===== config.mk =====
export PLATFORM = sky130hd
export DESIGN_NAME = line_fill
export DESIGN_NICKNAME = d
export VERILOG_FILES = /design/src/hw/dcache_pkg.sv /design/src/hw/line_fill.sv
export VERILOG_INCLUDE_DIRS = /design/src /design/src/hw
export SDC_FILE = /design/constraint.sdc
export NUM_CORES = 1
export LEC_CHECK = 0
export ABC_AREA = 1
export BUFFER_PORTS_ARGS = -buffer_cell sky130_fd_sc_hd__buf_2
export CAP_MARGIN = 5
export CORE_AREA = 2 2 264 266
export DETAILED_ROUTE_END_ITERATION = 10
export DIE_AREA = 0 0 266 268
export HOLD_SLACK_MARGIN = 0.02
export PLACE_DENSITY_LB_ADDON = 0.08
export SYNTH_ARGS = -nofsm -noshare
export SYNTH_HDL_FRONTEND = slang
export SYNTH_SLANG_ARGS = --single-unit

===== constraint.sdc =====
create_clock -name clk -period 4.5 [get_ports clk]
set_clock_uncertainty 0.1 [all_clocks]
set_input_delay 0.225 -clock clk [delete_from_list [all_inputs] [get_ports clk]]
set_output_delay 0.225 -clock clk [all_outputs]
set_load 0.01 [all_outputs]

===== src/hw/dcache_config.svh =====
`ifndef DCACHE_CONFIG_SVH
`define DCACHE_CONFIG_SVH

// Cache geometry
`define DC_LINES    128
`define DC_WORDS    16

// Address fields, tag above index above word offset
`define DC_INDEX_W  7
`define DC_OFFSET_W 4
`define DC_TAG_W    19
`define DC_ADDR_W   32

`endif


===== src/hw/dcache_pkg.sv =====
`default_nettype none

`include "dcache_config.svh"

package dcache_pkg;

    // Byte address and data word
    typedef logic [`DC_ADDR_W-1:0]   addr_t;
    typedef logic [31:0]             word_t;
    typedef logic [3:0]              byte_en_t;   // One bit per byte lane

    // Address fields
    typedef logic [`DC_TAG_W-1:0]    tag_t;       // Bits 31..13
    typedef logic [`DC_INDEX_W-1:0]  index_t;     // Bits 12..6
    typedef logic [`DC_OFFSET_W-1:0] offset_t;    // Bits 5..2

    // Whole line as seen across the word banks
    typedef word_t line_t [`DC_WORDS];

endpackage

`default_nettype wire


===== src/hw/line_fill.sv =====
`default_nettype none

module line_fill (
    input  logic                                      clk,
    input  logic                                      rst,
    input  dcache_pkg::addr_t                         addr,
    input  dcache_pkg::byte_en_t                      be,
    input  dcache_pkg::word_t                         wdata,
    input  logic                                      fill_active,
    input  logic                                      store_hit,
    input  logic                                      fill_commit,
    input  dcache_pkg::word_t                         rd_data,
    input  logic                                      rd_valid,
    input  logic                                      rd_last,
    output logic                                      fill_done,
    output dcache_pkg::word_t                         fill_word,
    output logic [2**$bits(dcache_pkg::offset_t)-1:0] bank_we,
    output dcache_pkg::byte_en_t                      bank_be,
    output dcache_pkg::line_t                         bank_wdata
);
    import dcache_pkg::*;

    localparam int WORDS = 2 ** $bits(offset_t);

    word_t   rx_buf [WORDS];
    offset_t beat_cnt;
    offset_t offset;
    word_t   merged;

    assign offset = addr[2 +: $bits(offset_t)];

    // Store bytes override the matching lanes of the beat
    always_comb begin
        merged = rd_data;
        for (int b = 0; b < $bits(byte_en_t); b++) begin
            if (be[b]) begin
                merged[8*b +: 8] = wdata[8*b +: 8];
            end
        end
    end

    always_ff @(posedge clk) begin
        if (rst || !fill_active) begin
            beat_cnt <= '0;
        end else if (rd_valid) begin
            beat_cnt <= beat_cnt + 1'b1;
        end
    end

    always_ff @(posedge clk) begin
        if (fill_active && rd_valid) begin
            rx_buf[beat_cnt] <= (beat_cnt == offset) ? merged : rd_data;
        end
    end

    assign fill_done = fill_active && rd_valid && rd_last;
    assign fill_word = rx_buf[offset];

    // Commit writes the whole line, a store hit only its own word
    always_comb begin
        for (int w = 0; w < WORDS; w++) begin
            bank_we[w]    = fill_commit || (store_hit && offset == offset_t'(w));
            bank_wdata[w] = fill_commit ? rx_buf[w] : wdata;
        end
    end

    assign bank_be = fill_commit ? byte_en_t'('1) : be;

endmodule

`default_nettype wire


==> key figures <==
Yosys
  • Post-synthesis register bit count: 516
  • Top cells by area, synth: edfxtp_1 (56%), nand2_1 (35%), buf_2 (2.6%), inv_1 (1.1%), buf_6 (0.99%)
  • Syn Area/Cell: 7.884 um2
  • Top cell type's share of synthesized area: 56.40%
  • Synth area leader: edfxtp_1
  • Sequential-to-total area share from yosys stat: 56.69%
  • Yosys Warn Count: 0
  • Library cells used by synthesis: 27
  • Syn_nets: 3570
  • Area of the mapped netlist: 0.02726 mm2
  • Post-synthesis instance total: 3458

Pwr
  • Psw: 0.003072 W
  • Peak VDD IR: 0.2629 mV
  • Switching Fraction: 27.15%
  • Clk pwr share: 38.3%
  • Leak Pwr: 16.76 nW
  • Pint: 0.008241 W
  • Pwr dens: 345.5 mW/mm2
  • Comb power frac: 14.3%
  • Flop pwr share: 47.3%

Placement
  • Post-DP HPWL: 70400 um
  • Post-placement setup slack: 1.538 ns
  • IO buf count: 643
  • Final Wtd Congestion: 0.8584

Clock network
  • CTS Root Cell: clkbuf_16
  • PostCTS Resize Cnt: 0
  • CTS sink cnt: 516
  • Clk slew on worst S/H paths: 0.06 ns
  • Clock Latency Late Sink: 0.59 ns
  • # hold bufs at CTS: 4
  • Setup Fix Bufs, Post-CTS: 0
  • Max clock buf depth: 3
  • Num CTS Buffers: 57
  • CTS tree: yes
  • H-tree depth: 2

Timing
  • Setup tns final: 0 ns
  • Slew Limit Fails: 0
  • RSZ-0062 raised after global routing: false
  • Rel. slew slack: 22.58%
  • Final worst slack: 1.540 ns
  • Min Tclk post-route: 2.960 ns
  • Worst slew pin tran: 1.161 ns
  • Setup violations, final: 0
  • Fmax: 337.9 MHz
  • Final hold vios: 0
  • Final period util: 65.77%

Drt
  • Post-route DRC: 0
  • WL final: 106300 um
  • DR iter-0 viols: 2268
  • DRT antenna net count: 0
  • Post-DR vias/cell: 5.079
  • DRT Pass-1 Iters: 5
  • Wire per inst: 21.56 um
  • Via Count: 25039

Worst setup path
  • Critical Path RT: 4.18 ns
  • Setup crit start kind: input pin
  • WP data arrival: 2.63 ns
  • CP endpoint kind: output port
  • Crit Path Class: in2out
  • CP Max Fanout: 106

GRT
  • Grt total ovfl: 0
  • Initial antenna violation count: 3
  • Maximum number of pins on one net before global-route repair: 231
  • First-pass GRT wire length: 150500 um
  • Vias in the first global route: 23017
  • Overall global routing resource usage: 28.68%

Floorplan
  • # IOs: 672
  • Total die area: 0.07129 mm2
  • Standard-cell row count: 96
  • Die Y-Extent: 268 um
  • Die Wd: 266 um
  • Core box area: 0.06823 mm2
  • Starting Density: 39.96%

Cells and area
  • Layout cells sized above 1: 19.95%
  • Nets@finish: 4113
  • Post-layout util: 47.99%
  • Layout area overhead: 20.09%

Worst hold path
  • Hold crit path type: in2reg

Status
  • Status: completed

Flow run
  • Max-cap violations: 0
cell usage in the layout (no fill, tap or decap), types with 12 or more instances in the layout:
master     instances
nand3_1           36
inv_1             75
clkinv_1          19
edfxtp_1         512
nand2_1         2535
buf_12            12
nor2_4            19
clkbuf_1          16
clkbuf_16         57
mux2_2            24
buf_2            640
buf_4             31
o21ai_0           17
layer usage:
metal,GRT usage (%),routed length (um)
met4,9.930,3470
met5,0,0
met2,48.06,51270
met3,3.894,6921
met1,38.36,44610
logic make-up after synthesis:
kind of cell / Yosys count / share of synthesized area [%]
and+or+nand+nor: 2602 / 36.07
DFF: 516 / 56.69
buffers and inverters: 286 / 5.494
muxes: 24 / 0.9913
AOI/OAI and AO/OA: 21 / 0.3947
adders and majority gates: 5 / 0.2295
xor gates and xnor gates: 4 / 0.1285
path summary, 6_finish.rpt:
kind	from	slack, ns	to	cells after the start
hold reg to reg	beat_cnt[3]	0.44	beat_cnt[3]	1
hold / removal	fill_active	0.13	beat_cnt[3]	5
setup / recovery	fill_commit	1.54	bank_wdata[91]	6
setup reg to reg	beat_cnt[0]	1.86	rx_buf[0][11]	6
per-stage QoR:
step	std cells	total power [W]	hold WS [ns]	area [um2]
global route	4929	0.01169	0.1247	32740
global placement	4820	0.007075	0.4202	31020
detailed placement	4820	0.007077	0.4271	31020
CTS	4927	0.01136	0.09233	32730
floorplan	3458	0.006391	0.2599	27260
finish	4930	0.01131	0.1295	32740
critical path, stage by stage:
cell	delay, ns
buf_8	0.47
inv_2	0.40
buf_4	0.41
nand2_1	0.53
nand2_1	0.26
buf_2	0.22
final cells by class:
class | count | area (um2)
tap | 882 | 1104
multi-input combinational | 2656 | 10450
fill | 7034 | 35490
timing repair buffer | 689 | 3745
sequential | 516 | 15450
inverter | 81 | 314.1
clock buffer | 73 | 1486
clock inverter | 30 | 181.4
antenna | 3 | 7.507
cell usage after synthesis:
master,number
nand2_1,2535
edfxtp_1,512
buf_2,143
inv_1,78
nand3_1,36
buf_6,24
clkbuf_1,24
mux2_2,24
nor2_1,23
o21ai_0,17
buf_4,9
ha_1,5
dfxtp_1,4
xor2_1,4
a21oi_1,3
or2_2,3
buf_1,2
buf_8,2
nor3_1,2
clkbuf_4,1
clkinv_1,1
inv_2,1
inv_6,1
nand2_2,1
nor2_2,1
nor2_4,1
o21a_1,1
power groups by stage:
stage	clock network (W)	logic (W)	registers [W]
5_1_grt	0.00456	0.00177	0.00536
3_3_place_gp	0	0.00162	0.00546
2_1_floorplan	0	0.000938	0.00545
6_report	0.00434	0.00162	0.00536
3_5_place_dp	0	0.00162	0.00546
4_1_cts	0.00437	0.00163	0.00536
state kept, by name, summed over array words and instances (netlist names):
register,count
rx_buf,512
beat_cnt,4
No activity file was read; power rests on OpenSTA's default activity.
