## src/hw/dcache_config.svh

```systemverilog
`ifndef DCACHE_CONFIG_SVH
`define DCACHE_CONFIG_SVH

// Cache geometry
`define DC_LINES    128
`define DC_WORDS    16

// Address fields, tag above index above word offset
`define DC_INDEX_W  7
`define DC_OFFSET_W 4
`define DC_TAG_W    19
`define DC_ADDR_W   32

`endif

```

## src/hw/dcache_pkg.sv

```systemverilog
`default_nettype none

`include "dcache_config.svh"

package dcache_pkg;

    // Byte address and data word
    typedef logic [`DC_ADDR_W-1:0]   addr_t;
    typedef logic [31:0]             word_t;
    typedef logic [3:0]              byte_en_t;   // One bit per byte lane

    // Address fields
    typedef logic [`DC_TAG_W-1:0]    tag_t;       // Bits 31..13
    typedef logic [`DC_INDEX_W-1:0]  index_t;     // Bits 12..6
    typedef logic [`DC_OFFSET_W-1:0] offset_t;    // Bits 5..2

    // Whole line as seen across the word banks
    typedef word_t line_t [`DC_WORDS];

endpackage

`default_nettype wire

```

## src/hw/line_writeback.sv

```systemverilog
`default_nettype none

module line_writeback (
    input  logic              clk,
    input  logic              rst,
    input  logic              wb_start,
    input  dcache_pkg::tag_t  victim_tag,
    input  dcache_pkg::addr_t addr,
    input  dcache_pkg::line_t line_data,
    input  logic              wr_req_ok,
    input  logic              wr_ready,
    input  logic              wr_resp,
    output logic              wb_busy,
    output logic              wr_req,
    output dcache_pkg::addr_t wr_addr,
    output dcache_pkg::word_t wr_data,
    output logic              wr_valid,
    output logic              wr_last
);
    import dcache_pkg::*;

    localparam int IDX_LSB = $bits(offset_t) + 2;

    typedef enum logic [1:0] {
        WB_IDLE,
        WB_REQ,
        WB_SEND,
        WB_RESP
    } wb_state_t;

    wb_state_t state;
    wb_state_t state_nxt;
    offset_t   beat_cnt;
    addr_t     victim_addr;
    addr_t     start_addr;

    // Victim line address, tag from the store and index from the access
    assign start_addr = {victim_tag, addr[IDX_LSB +: $bits(index_t)], {IDX_LSB{1'b0}}};

    always_ff @(posedge clk) begin
        if (rst) begin
            state <= WB_IDLE;
        end else begin
            state <= state_nxt;
        end
    end

    always_ff @(posedge clk) begin
        if (state == WB_IDLE && wb_start) begin
            victim_addr <= start_addr;
        end
    end

    always_ff @(posedge clk) begin
        if (rst || state != WB_SEND) begin
            beat_cnt <= '0;
        end else if (wr_ready) begin
            beat_cnt <= beat_cnt + 1'b1;
        end
    end

    always_comb begin
        state_nxt = state;
        case (state)
            WB_IDLE: if (wb_start) state_nxt = wr_req_ok ? WB_SEND : WB_REQ;
            WB_REQ:  if (wr_req_ok) state_nxt = WB_SEND;
            WB_SEND: if (wr_ready && wr_last) state_nxt = WB_RESP;
            WB_RESP: if (wr_resp) state_nxt = WB_IDLE;
            default: state_nxt = WB_IDLE;
        endcase
    end

    assign wr_req   = (state == WB_IDLE && wb_start) || state == WB_REQ;
    assign wr_addr  = (state == WB_IDLE) ? start_addr : victim_addr;
    assign wr_valid = state == WB_SEND;
    assign wr_last  = wr_valid && (&beat_cnt);
    assign wr_data  = line_data[beat_cnt];     // Banks hold the victim until commit
    assign wb_busy  = state != WB_IDLE;

endmodule

`default_nettype wire

```

## config.mk

```make
export PLATFORM = sky130hd
export DESIGN_NAME = line_writeback
export DESIGN_NICKNAME = d
export VERILOG_FILES = /design/src/hw/dcache_pkg.sv /design/src/hw/line_writeback.sv
export VERILOG_INCLUDE_DIRS = /design/src /design/src/hw
export SDC_FILE = /design/constraint.sdc
export NUM_CORES = 1
export LEC_CHECK = 0
export BUFFER_PORTS_ARGS = -buffer_cell sky130_fd_sc_hd__buf_2
export CAP_MARGIN = 20
export CELL_PAD_IN_SITES_DETAIL_PLACEMENT = 1
export CELL_PAD_IN_SITES_GLOBAL_PLACEMENT = 1
export CORE_AREA = 5 5 248 250
export CTS_CLUSTER_DIAMETER = 120
export DETAILED_ROUTE_END_ITERATION = 8
export DIE_AREA = 0 0 253 255
export PLACE_DENSITY = 0.48
export SETUP_SLACK_MARGIN = 0.1
export SLEW_MARGIN = 30
export SYNTH_ARGS = -nofsm -noshare
export SYNTH_HDL_FRONTEND = slang
export SYNTH_SLANG_ARGS = --single-unit
```

## constraint.sdc

```tcl
create_clock -name clk -period 3.25 [get_ports clk]
set_clock_uncertainty 0.05 [all_clocks]
set_input_delay 0.65 -clock clk [delete_from_list [all_inputs] [get_ports clk]]
set_output_delay 0.65 -clock clk [all_outputs]
set_load 0.05 [all_outputs]
```

==> results.toml <==
[power_and_ir_drop]
ir_drop_uv = 379.6
power.switching_w = 0.001742
p_clk_share_pct = 12.7
powerDensity_nw_per_um2 = 358.1
swShare_pct = 49.28
seqPwrFrac_pct = 16.6
comb_power_share_pct = 70.8
p_total_w = 0.003535
leakage_nw = 4.056
p_int_w = 0.001793

[global_routing]
grt_overflow = 0
grt_pass1_vias = 8094
antenna_found_initial = 7
grt_max_degree = 43
grt_usage_pct = 12.05
grt_pass1_wl_um = 57320

[cts]
h-tree-depth = 2
cts_buffers = 5
path_clk_slew_ns = 0.05
post_cts_buffers = 0
cts_tree = "built"
clock_path_buffers = 2
clock_latency_ns = 0.27
cts_root_buffer = "clkbuf_16"
postCtsHoldBufs = 0
clock_sink_count = 32

[logic_synthesis]
ys_types = 32
netlist_instances = 516
yosys_warnings = 0
synth_area_um2 = 5648
yosysTopAreaCell = "mux4_2"
synth_edf_count = 26
synthArstFlopShare_pct = 0
synth_ff_type = "edfxtp_1"
ys_seq_area_share_pct = 15.95
synth_top_area_share_pct = 25.52
synth.area.top_cells = "mux4_2 26%, mux2i_1 23%, edfxtp_1 14%, mux2_2 5.2%, a221oi_1 5.0%"
synth_area_per_cell_um2 = 10.95
synth-seq-cells = 32

[setup_path]
reg2reg_slack_ns = 0.98
cp-end-kind = "output pin"
start_kind = "flop"
worstPathMaxFanout = 25
path_class = "reg -> out"
worstReg2RegEnd = "state[0]"
r2r.worst_path.cells = 7
rr_startpoint = "beat_cnt[1]"
cp.arrival_ns = 2.39
crit_path_start = "beat_cnt[0]"
cp.required_ns = 2.55

[die]
die_x_um = 253
ios = 637
dieArea_um2 = 64520
fp-row-count = 89
die_h_um = 255
core_area_um2 = 58800
start_util_pct = 9.606

[detailed_routing]
num_vias = 7228
met3_length_um = 3465
vias_per_cell = 3.841
first_pass_iters = 4
antenna_left = 0
drc = 0
m1WireLength_um = 18070
wl_per_cell_um = 22.75
drt_iter0_markers = 344
wl_um = 42820
top_layer = "met5"
dr_wl_met2_um = 20760

[hold_path]
hold_class = "reg -> reg"
hp-start = "state[1]"
holdPathEnd = "state[1]"
holdPathStages = 2

[placed_design]
portBuffers = 605
dp_hpwl_um = 37530
place.gp.congestion = 0.9082

[timing]
max_freq_ghz = 0.3236
tns_ns = 0
period_minus_slack_ns = 3.090
slew_headroom_pct = 48.93
setup_viol = 0
fin_crit_sh_pct = 95.08
maxSlewViolCount = 0
tightest_slew_ns = 0.7644
rsz0062_at_grt = "yes"
finalHoldViolations = 0

[final_layout]
area_growth_pct = 74.79
final_common_cell = "buf_2"
nets = 1681
final_layout_size_suffix_gt1_share_pct = 68.35
mostFrequentLayoutCells = "605 x buf_2, 131 x mux2i_1, 64 x mux4_2"

[outcome]
outcome = "complete, no violations"

[job]
cap_viol_max_count = 0
[cell type report]
type,count,area [um^2]
Multi-Input combinational cell,419,4393
Inverter,3,11.26
Timing Repair Buffer,645,3445
Sequential cell,32,915.9
Clock inverter,2,7.507
Antenna cell,3,7.507
Tap cell,773,967.2
Fill cell,7078,48920
Clock buffer,5,125.1
[flip-flops by register name (all words and copies together), names as in the netlist]
name	count
beat_cnt	4
victim_addr	26
state	2
[power by group through the flow]
stage,Combinational (W),Clock (W),Sequential [W]
finish,0.00250,0.000448,0.000585
global route,0.00267,0.000495,0.000593
CTS,0.00254,0.000470,0.000586
detailed placement,0.00253,0,0.000592
global placement,0.00251,0,0.000589
floorplan,0.00172,0,0.000579
[through the flow]
step / hold WS (ns) / utilization (%) / instances / setup slack [ns] / instance area, um^2
after floorplan: 0.4543 / - / 521 / 0.6918 / 5667
after global placement: 0.4783 / 16.49 / 1872 / 0.2793 / 9697
after detailed placement: 0.4998 / 16.49 / 1872 / 0.3117 / 9697
after CTS: 0.5007 / 16.75 / 1879 / 0.1058 / 9851
after global routing: 0.4970 / 16.78 / 1880 / 0.04140 / 9867
final: 0.5082 / 16.79 / 1882 / 0.1598 / 9872
[routing by layer]
layer  track usage (%)  vias to the layer above
met2             20.71                      369
met5                 0                        -
met4             1.357                        6
li1                  -                     3308
met1             16.17                     3518
met3             2.540                       27
[synth_stat cells, types with 3 or more instances]
cell      count
mux2i_1     131
mux4_2       64
nand2_1      33
a221oi_1     32
a22oi_1      32
o211ai_1     32
o21ai_1      32
clkbuf_1     28
edfxtp_1     26
mux2_2       26
buf_2        17
buf_4        11
nor2_1        7
dfxtp_1       6
ha_1          6
buf_12        5
nor2b_1       5
buf_1         4
inv_1         3
[worst max-delay path, cell delays in order, from the launching register on]
cell      delay, ns
dfxtp_4        0.37
buf_12         0.23
buf_4          0.37
mux4_2         0.55
o211ai_1       0.29
nand2_1        0.09
buf_2          0.22
[worst max-delay path by stage]
stage	slack [ns]	to	cells after the start
floorplan	0.69	wr_req	5
global placement	0.28	wr_data[11]	5
CTS	0.11	wr_data[9]	5
detailed placement	0.31	wr_data[11]	5
finish	0.16	wr_data[18]	6
global route	0.04	wr_data[7]	7
[cell families after synthesis]
| family | synth area share, % |
|---|---|
| AO/OA/AOI/OAI | 16.79 |
| XOR/XNOR | 0.4653 |
| adder cells (fa/ha/maj) | 1.329 |
| buffers and inverters | 7.466 |
| flip-flops | 15.95 |
| multiplexers | 53.92 |
| other | 0.06640 |
| AND/OR/NAND/NOR | 4.010 |
[repair_timing]
action                                  CTS  global route
gates cloned                              0             0
endpoints found under the setup margin    4             8
resized for setup                         5             3
pin swaps                                 0             0
Note: power is estimated with default switching activity, not from simulation.
