File: config.mk
export PLATFORM = sky130hd
export DESIGN_NAME = dcache_ctrl
export DESIGN_NICKNAME = d
export VERILOG_FILES = /design/src/hw/dcache_pkg.sv /design/src/hw/dcache_ctrl.sv
export VERILOG_INCLUDE_DIRS = /design/src /design/src/hw
export SDC_FILE = /design/constraint.sdc
export NUM_CORES = 1
export LEC_CHECK = 0
export CAP_MARGIN = 15
export CELL_PAD_IN_SITES_DETAIL_PLACEMENT = 2
export CELL_PAD_IN_SITES_GLOBAL_PLACEMENT = 2
export CORE_AREA = 2 2 259 261
export CTS_BUF_LIST = sky130_fd_sc_hd__clkbuf_2
export DETAILED_ROUTE_END_ITERATION = 8
export DIE_AREA = 0 0 261 263
export DONT_BUFFER_PORTS = 1
export PLACE_DENSITY_LB_ADDON = 0.1
export SYNTH_ARGS = -nofsm -noshare
export SYNTH_HDL_FRONTEND = slang
export SYNTH_SLANG_ARGS = --single-unit
File: constraint.sdc
create_clock -name clk -period 2.55 [get_ports clk]
set_clock_uncertainty 0.2 [all_clocks]
set_input_delay 0.51 -clock clk [delete_from_list [all_inputs] [get_ports clk]]
set_output_delay 0.51 -clock clk [all_outputs]
set_load 0.02 [all_outputs]
File: src/hw/dcache_config.svh
`ifndef DCACHE_CONFIG_SVH
`define DCACHE_CONFIG_SVH

// Cache geometry
`define DC_LINES    128
`define DC_WORDS    16

// Address fields, tag above index above word offset
`define DC_INDEX_W  7
`define DC_OFFSET_W 4
`define DC_TAG_W    19
`define DC_ADDR_W   32

`endif

File: src/hw/dcache_pkg.sv
`default_nettype none

`include "dcache_config.svh"

package dcache_pkg;

    // Byte address and data word
    typedef logic [`DC_ADDR_W-1:0]   addr_t;
    typedef logic [31:0]             word_t;
    typedef logic [3:0]              byte_en_t;   // One bit per byte lane

    // Address fields
    typedef logic [`DC_TAG_W-1:0]    tag_t;       // Bits 31..13
    typedef logic [`DC_INDEX_W-1:0]  index_t;     // Bits 12..6
    typedef logic [`DC_OFFSET_W-1:0] offset_t;    // Bits 5..2

    // Whole line as seen across the word banks
    typedef word_t line_t [`DC_WORDS];

endpackage

`default_nettype wire

File: src/hw/dcache_ctrl.sv
`default_nettype none

module dcache_ctrl (
    input  logic                 clk,
    input  logic                 rst,
    input  logic                 req,
    input  dcache_pkg::addr_t    addr,
    input  dcache_pkg::byte_en_t be,
    input  logic                 hit,
    input  logic                 victim_dirty,
    input  dcache_pkg::line_t    line_data,
    input  dcache_pkg::word_t    fill_word,
    input  logic                 fill_done,
    input  logic                 wb_busy,
    input  logic                 rd_req_ok,
    output logic                 data_ok,
    output dcache_pkg::word_t    rdata,
    output logic                 busy,
    output logic                 rd_req,
    output dcache_pkg::addr_t    rd_addr,
    output logic                 store_hit,
    output logic                 fill_active,
    output logic                 fill_commit,
    output logic                 wb_start
);
    import dcache_pkg::*;

    localparam int LINE_LSB = $bits(offset_t) + 2;

    typedef enum logic [2:0] {
        S_IDLE,
        S_RD_SHAKE,
        S_RD_WAIT,
        S_WB_WAIT,
        S_COMMIT
    } state_t;

    state_t  state;
    state_t  state_nxt;
    offset_t offset;
    logic    is_store;
    logic    access_hit;
    logic    miss;

    assign offset     = addr[2 +: $bits(offset_t)];
    assign is_store   = |be;
    assign access_hit = (state == S_IDLE) && req && hit;
    assign miss       = (state == S_IDLE) && req && !hit;

    always_ff @(posedge clk) begin
        if (rst) begin
            state <= S_IDLE;
        end else begin
            state <= state_nxt;
        end
    end

    always_comb begin
        state_nxt = state;
        case (state)
            S_IDLE: begin
                if (miss) begin
                    state_nxt = rd_req_ok ? S_RD_WAIT : S_RD_SHAKE;
                end
            end
            S_RD_SHAKE: begin
                if (rd_req_ok) begin
                    state_nxt = S_RD_WAIT;
                end
            end
            S_RD_WAIT: begin
                // Refill may finish before or after the writeback
                if (fill_done) begin
                    state_nxt = wb_busy ? S_WB_WAIT : S_COMMIT;
                end
            end
            S_WB_WAIT: begin
                if (!wb_busy) begin
                    state_nxt = S_COMMIT;
                end
            end
            S_COMMIT: state_nxt = S_IDLE;
            default:  state_nxt = S_IDLE;
        endcase
    end

    // Read request goes out in the miss cycle itself
    assign rd_req  = miss || state == S_RD_SHAKE;
    assign rd_addr = {addr[$bits(addr_t)-1:LINE_LSB], {LINE_LSB{1'b0}}};

    assign wb_start    = miss && victim_dirty;   // Same cycle as the read request
    assign fill_active = state == S_RD_WAIT;
    assign fill_commit = state == S_COMMIT;
    assign store_hit   = access_hit && is_store;

    assign data_ok = access_hit || fill_commit;
    assign rdata   = fill_commit ? fill_word : line_data[offset];
    assign busy    = miss || state != S_IDLE;

endmodule

`default_nettype wire

==> results of run 1 <==
[metrics by stage]
stage          total power (W)  setup slack [ns]  instance area [sq um]  TNS (ns)  util (%)
2_1_floorplan         0.000941          -0.00248                   4790   -0.0615         -
3_3_place_gp           0.00101            -0.179                   5610    -0.405      8.55
3_5_place_dp           0.00101            -0.134                   5610    -0.422      8.55
4_1_cts                0.00110          0.000324                   5690         0      8.67
5_1_grt                0.00114          0.000869                   5710         0      8.69
6_report               0.00105          -0.00529                   5710  -0.00529      8.69
[worst max-delay path by stage]
| stage | end | slack (ns) | cells after the start |
|---|---|---|---|
| 5_1_grt | rdata[22] | 0.0009 | 4 |
| 2_1_floorplan | rdata[10] | -0.002 | 6 |
| 3_3_place_gp | rdata[1] | -0.18 | 6 |
| 6_report | rdata[0] | -0.005 | 4 |
| 3_5_place_dp | rdata[1] | -0.13 | 6 |
| 4_1_cts | rdata[24] | 0.0003 | 5 |
[cells in the final DEF, fill, tap and decap left out, types with 2 or more instances in the layout]
| cell | Yosys | routed |
|---|---|---|
| sky130_fd_sc_hd__mux4_2 | 125 | 125 |
| sky130_fd_sc_hd__o22ai_1 | 31 | 30 |
| sky130_fd_sc_hd__nand3b_1 | 2 | 2 |
| sky130_fd_sc_hd__buf_12 | 3 | 9 |
| sky130_fd_sc_hd__nor4_1 | 2 | 2 |
| sky130_fd_sc_hd__conb_1 | 1 | 6 |
| sky130_fd_sc_hd__buf_4 | 39 | 14 |
| sky130_fd_sc_hd__nor2_1 | 8 | 8 |
| sky130_fd_sc_hd__mux2i_4 | 0 | 3 |
| sky130_fd_sc_hd__nand2_1 | 5 | 4 |
| sky130_fd_sc_hd__clkbuf_2 | 0 | 4 |
| sky130_fd_sc_hd__dfxtp_1 | 3 | 3 |
| sky130_fd_sc_hd__a21o_1 | 31 | 29 |
| sky130_fd_sc_hd__diode_2 | 0 | 3 |
| sky130_fd_sc_hd__nor3_1 | 2 | 2 |
| sky130_fd_sc_hd__and3_1 | 2 | 2 |
| sky130_fd_sc_hd__o21ai_0 | 3 | 3 |
| sky130_fd_sc_hd__mux2i_1 | 67 | 61 |
| sky130_fd_sc_hd__inv_2 | 1 | 2 |
| sky130_fd_sc_hd__mux2i_2 | 0 | 3 |
| sky130_fd_sc_hd__nand3_1 | 2 | 2 |
[power breakdown]
part | total (W) | internal, W | switching (W)
combinational | 0.000939 | 0.000531 | 0.000408
clock | 0.0000639 | 0.0000414 | 0.0000226
sequential | 0.0000502 | 0.0000492 | 0.00000101
[metal layers]
metal  GRT usage (%)  vias to the layer above
met2            16.4                      352
met3            1.88                       43
li1                -                     1530
met1            7.99                     1996
met4            1.67                        4
met5               0                        -
[synth_stat cells, types with 2 or more instances]
library cell / number / area (sq um)
sky130_fd_sc_hd__mux4_2: 125 / 2820
sky130_fd_sc_hd__nor2_1: 8 / 30.0
sky130_fd_sc_hd__dfxtp_1: 3 / 60.1
sky130_fd_sc_hd__buf_2: 26 / 130
sky130_fd_sc_hd__clkbuf_1: 6 / 22.5
sky130_fd_sc_hd__nand2_1: 5 / 18.8
sky130_fd_sc_hd__o22ai_1: 31 / 194
sky130_fd_sc_hd__mux2i_1: 67 / 671
sky130_fd_sc_hd__buf_12: 3 / 60.1
sky130_fd_sc_hd__buf_6: 4 / 45.0
sky130_fd_sc_hd__and3_1: 2 / 12.5
sky130_fd_sc_hd__o21ai_0: 3 / 15.0
sky130_fd_sc_hd__nand3_1: 2 / 10.0
sky130_fd_sc_hd__nand3b_1: 2 / 15.0
sky130_fd_sc_hd__buf_4: 39 / 293
sky130_fd_sc_hd__nor3_1: 2 / 10.0
sky130_fd_sc_hd__nor4_1: 2 / 12.5
sky130_fd_sc_hd__nand2b_1: 2 / 12.5
sky130_fd_sc_hd__a21o_1: 31 / 233
[cell families after synthesis]
logic type,synth area share [%]
flip-flops,1.26
AND/OR/NAND/NOR,3.62
buffers and inverters,11.8
other,0.0787
multiplexers,73.4
AO/OA/AOI/OAI,9.87
[area by class of cell]
| type | count | area (sq um) |
|---|---|---|
| timing repair buffer | 23 | 285 |
| multi-input combinational | 300 | 4240 |
| sequential | 3 | 60.1 |
| tap | 864 | 1080 |
| inverter | 2 | 7.51 |
| clock buffer | 4 | 20.0 |
| fill | 7631 | 59900 |
| antenna | 3 | 7.51 |
[timing repair]
action	CTS	global route
setup endpoints to repair	32	6
gates resized for setup	11	4
endpoints found under the hold margin	0	0
==> reports/qor.yml, run 1 <==
criticalPathCategory: "primary input to primary output"
synthesis.instances: 379
drt_first_pass_iters: 4
critPathLaunch: "addr[4]"
routed.top_layer: "met5"
antenna_violations_before_repair: 14
crit_required_ns: 1.84
max_flop_register: "state"
reg2reg_depth: 4
dpl.cell_count: 1193
yosysSeqAreaShare_pct: 1.26
syn2layout_area_growth_pct: 19.7
synth_top_flop_cell: "sky130_fd_sc_hd__dfxtp_1"
cts.htree.levels: 1
ys_warn_count: 0
die_area_sq_um: 68600
root_buffer: "sky130_fd_sc_hd__clkbuf_2"
die_height_microns: 263
cts_tree: "built"
finalWeightedCongestion: 0.746
number_of_global_route_vias_before_repair: 4904
wl_met2_microns: 17100
post_synth.cell_area_avg_sq_um: 12.6
synth_edf_count: 0
endpoint_kind: "primary output"
core-area_sq_um: 65600
cts.sinks: 3
timing.hold.worst.start: "wb_busy"
timing_max_transition_violations_final: 0
grt_util_all_layers_pct: 8.03
synth-seq-cells: 3
path_cells: "mux4_2, mux2i_1, o22ai_1, a21o_1"
met3_wire_len_microns: 2730
post_route_cells_drive_above_1_share_pct: 50.3
cts.repair_timing.setup_buffer_count: 0
grt_max_degree: 132
met1Wirelength_microns: 9670
worst_hold_path.num_cells: 1
via_per_inst: 3.27
detailroute.via_count: 3925
worst_hold_slack_ns: 0.199
place.port_buffers: 0
number_of_drc_violations_after_detailed_routing: 0
critical_path.startpoint_type: "primary input"
finalWorstPathRequiredPeriod_ns: 2.56
finalCritPeriodShare_pct: 100
detail_route.iter0.violations: 165
status: "complete, but fails checks"
async_flop_share_pct: 0
hold_class: "primary input to flip-flop"
reg_top3: "state x3"
floorplan.initialDensity_pct: 7.26
timing.final.setup_violations: 1
regToRegSetupSlack_ns: 1.22
max_reg_flops: 3
tritoncts.num_buffers: 3
synth_cell_type_count: 35
num-nets-final: 921
final_hold_viol_count: 0
cts_max_path_buffers: 2
grt_first_pass_wirelength_microns: 39700
worst_path_dominant_cell_family: "multiplexers"
peakVddDrop_mv: 0.0416
grt_remaining_overflow: 0
setup_repair_after_global_routing_missed_its_margin: "no"
power.leakage_nw: 1.79
detailedPlacementHpwl_microns: 26000
clk-insertion-delay-late_ns: 0.20
cts.reportedPaths.clkPinSlew_ns: 0.04
io_pins: 659
netlist_area_sq_um: 4770
ctsHoldBuffers: 0
wl_microns: 30100
worst-path-max-fanout: 131
arrival_ns: 1.85
max_cap_violations: 0
fp-row-count: 94
power_per_cell_area_nw_per_um2: 185
r2r-start: "state[1]"
crit_slowest_cell: "sky130_fd_sc_hd__mux4_2"
post-route-worst-setup-slack_ns: -0.00529
min_to: "state[2]"
routedWlPerCell_microns: 25.1
slowest_delay_ns: 0.58
finish.cell_count_without_fillers: 1199
cp.buffers_inverters: 0
failed_checks: "setup timing"
final_antenna_net_count: 0
die_w_microns: 261
r2r-end: "state[2]"
fmaxAchievable_mhz: 391
(Power assumes the default switching activity.)
==> run 2: changes to the inputs <==
--- a/config.mk
+++ b/config.mk
@@ -6,13 +6,14 @@
 export SDC_FILE = /design/constraint.sdc
 export NUM_CORES = 1
 export LEC_CHECK = 0
+export ABC_AREA = 1
 export CAP_MARGIN = 15
 export CELL_PAD_IN_SITES_DETAIL_PLACEMENT = 2
 export CELL_PAD_IN_SITES_GLOBAL_PLACEMENT = 2
-export CORE_AREA = 2 2 259 261
+export CORE_AREA = 2 2 254 256
 export CTS_BUF_LIST = sky130_fd_sc_hd__clkbuf_2
 export DETAILED_ROUTE_END_ITERATION = 8
-export DIE_AREA = 0 0 261 263
+export DIE_AREA = 0 0 256 258
 export DONT_BUFFER_PORTS = 1
 export PLACE_DENSITY_LB_ADDON = 0.1
 export SYNTH_ARGS = -nofsm -noshare
==> run 2 against run 1 <==
The flow now finishes without violations. Via count grew 120%. First-iteration DRC count rose to 2.6 times the previous value. Routed wire length is 74% higher. Sequential share of layout area decreased by 0.27 points. Global-route usage up 6.4 points. Critical path depth increased by 8. Count of clock-buffer cells in the layout stayed put. Combinational power increased by 66%. Synthesized cell count increased to 3.5 times the previous value. Non-clock buffer count grew 55. Sequential power up 26%. Core utilization rose by 3.4 points. Critical endpoint is now rdata[20].
==> reports/qor.yml, run 2 <==
status: "complete, no violations"
wl_microns: 52400
slowest_delay_ns: 0.17
antenna_violations_before_repair: 3
die_area_sq_um: 66000
max_slew.worst_pin.slew_ns: 0.598
synth_cell_type_count: 21
io_pins: 659
worst-path-max-fanout: 258
clk-insertion-delay-late_ns: 0.20
cts.htree.levels: 1
core-area_sq_um: 63600
routedWlPerCell_microns: 24.4
cts.sinks: 3
met3_wire_len_microns: 2580
criticalPathCategory: "primary input to primary output"
synth-seq-cells: 3
mostFrequentLayoutCells: "716 x sky130_fd_sc_hd__nand2_1, 359 x sky130_fd_sc_hd__nand3_1, 56 x sky130_fd_sc_hd__nand2_2"
async_flop_share_pct: 0
grt_first_pass_wirelength_microns: 70300
final_antenna_net_count: 0
relSlewSlack_pct: 60.0
post_route_cells_drive_above_1_share_pct: 14.0
fmaxAchievable_mhz: 393
floorplan.initialDensity_pct: 9.54
critical_path.startpoint_type: "primary input"
final_core_util_pct: 12.1
timing_max_transition_violations_final: 0
netlist_area_sq_um: 6070
power.leakage_nw: 3.61
path_cells: "clkinv_16, buf_16, buf_12, nand2_1, nand3_2, nand3_2, nand2_4, buf_12, nand2_1, nand2_1, nand2_2, nand2_4"
crit_required_ns: 1.84
dominant_cell_type_by_count_on_the_critical_path: "sky130_fd_sc_hd__nand2_1"
peakVddDrop_mv: 0.0659
die_height_microns: 258
grt_remaining_overflow: 0
p_sw_share_pct: 61.0
met1Wirelength_microns: 24100
finalWeightedCongestion: 0.796
number_of_global_route_vias_before_repair: 9614
syn2layout_area_growth_pct: 27.1
cts_tree: "built"
setup_repair_after_global_routing_missed_its_margin: "yes"
endpoint_kind: "primary output"
place_worst_setup_slack_ns: -0.157
wl_met2_microns: 24900
crit_slowest_cell: "sky130_fd_sc_hd__buf_16"
synth_top_flop_cell: "sky130_fd_sc_hd__dfxtp_1"
worst_path_dominant_cell_family: "simple AND/OR/NAND/NOR gates"
detail_route.iter0.violations: 421
detailroute.via_count: 8665
max_flop_register: "state"
post-synth-top-count-cell: "sky130_fd_sc_hd__nand2_1"
finalWorstPathRequiredPeriod_ns: 2.54
synth.top_cell.area_share_pct: 48.2
final_hold_viol_count: 0
dpl.cell_count: 2124
cell_internal_pwr_w: 0.000658
drt_first_pass_iters: 4
cts_max_path_buffers: 2
synth_edf_count: 0
fp-row-count: 93
ys_top_cells_by_count: "780 x sky130_fd_sc_hd__nand2_1, 388 x sky130_fd_sc_hd__nand3_1, 63 x sky130_fd_sc_hd__buf_4"
place.port_buffers: 0
power_per_cell_area_nw_per_um2: 219
post_synth.cell_area_avg_sq_um: 4.51
yosys-top-cells-area: "sky130_fd_sc_hd__nand2_1 48%, sky130_fd_sc_hd__nand3_1 32%, sky130_fd_sc_hd__buf_4 7.8%, sky130_fd_sc_hd__buf_6 4.1%, sky130_fd_sc_hd__buf_2 2.1%"
detailedPlacementHpwl_microns: 39800
p_sw_w: 0.00103
finalCritPeriodShare_pct: 99.7
netlist.top_cell.by_area: "sky130_fd_sc_hd__nand2_1"
max_reg_flops: 3
mostFrequentLayoutCell: "sky130_fd_sc_hd__nand2_1"
max_cap_violations: 0
number_of_drc_violations_after_detailed_routing: 0
arrival_ns: 1.83
finish.cell_count_without_fillers: 2147
reg_top3: "state x3"
num-nets-final: 1879
die_w_microns: 256
cp.buffers_inverters: 4
n_fill_cell: 7883
yosysSeqAreaShare_pct: 0.989
post-route-worst-setup-slack_ns: 0.00824
ys_warn_count: 0
cts.reportedPaths.clkPinSlew_ns: 0.05
via_per_inst: 4.04
seqPwrFrac_pct: 3.7
clock_power_share_pct: 4.0
comb_power_share_pct: 92.3
tritoncts.num_buffers: 3
grt_util_all_layers_pct: 14.4
timing.final.setup_violations: 0
root_buffer: "sky130_fd_sc_hd__clkbuf_2"
grt_max_degree: 258
routed.top_layer: "met5"
synthesis.instances: 1345
hold_class: "primary input to flip-flop"
## run 2: cell count changes after synthesis, sizes merged, moves of 13 or more
| cell | previous run | this run |
|---|---|---|
| buf | 73 | 124 |
| mux2i | 67 | 0 |
| mux4 | 125 | 0 |
| a21o | 31 | 0 |
| nand2 | 5 | 780 |
| nand3 | 2 | 388 |
| clkbuf | 6 | 19 |
| o22ai | 31 | 0 |
## run 2: final timing paths
kind	startpoint	end	slack, ns	cells past startpoint
hold reg to reg	state[1]	state[2]	0.43	4
hold / removal	rst	state[0]	0.18	1
setup reg to reg	state[0]	state[1]	0.65	10
setup / recovery	addr[2]	rdata[20]	0.008	12
## run 2: cell families after synthesis
kind of cell           share of synthesized area (%)
other                                         0.0618
AND/OR/NAND/NOR                                 81.2
buffers and inverters                           17.3
flip-flops                                     0.989
AO/OA/AOI/OAI                                  0.433
## run 2: stage by stage
stage | setup TNS, ns | cell area [sq um] | hold WS, ns | power [W]
2_1_floorplan | 0 | 6090 | 0.334 | 0.00114
3_3_place_gp | -1.54 | 6860 | 0.393 | 0.00147
3_5_place_dp | -1.11 | 6860 | 0.398 | 0.00148
4_1_cts | -0.0750 | 7090 | 0.164 | 0.00161
5_1_grt | -0.101 | 7710 | 0.155 | 0.00189
6_report | 0 | 7710 | 0.179 | 0.00169
## run 2: final cells by class
type                       instances  area, sq um  area share, %
clock buffer                       4         20.0          0.259
inverter                          13         92.6           1.20
antenna                            2         5.00         0.0649
multi-input combinational       1191         5340           69.2
timing repair buffer              78         1120           14.5
sequential                         3         60.1          0.778
timing repair inverter             1         11.3          0.146
tap                              855         1070           13.9
## run 2: timing repair
item                                    CTS  global route
endpoints found under the setup margin   27            32
pin swaps                                 0            22
gates resized for setup                  36            94
hold buffers                              0             0
setup buffers                             0             4
cloned                                    3            10
hold endpoints to repair                  0             0
## run 2: power groups by stage
stage / Clock (W) / Sequential, W / Combinational [W]
3_5_place_dp: 0 / 0.0000638 / 0.00141
3_3_place_gp: 0 / 0.0000634 / 0.00140
5_1_grt: 0.0000783 / 0.0000648 / 0.00175
4_1_cts: 0.0000716 / 0.0000629 / 0.00148
2_1_floorplan: 0 / 0.0000613 / 0.00108
6_report: 0.0000671 / 0.0000632 / 0.00156
## run 2: layer usage
| metal | up-vias | track usage [%] |
|---|---|---|
| li1 | 4178 | - |
| met1 | 4132 | 18.8 |
| met2 | 317 | 25.1 |
| met3 | 36 | 2.52 |
| met4 | 2 | 2.32 |
| met5 | - | 0 |
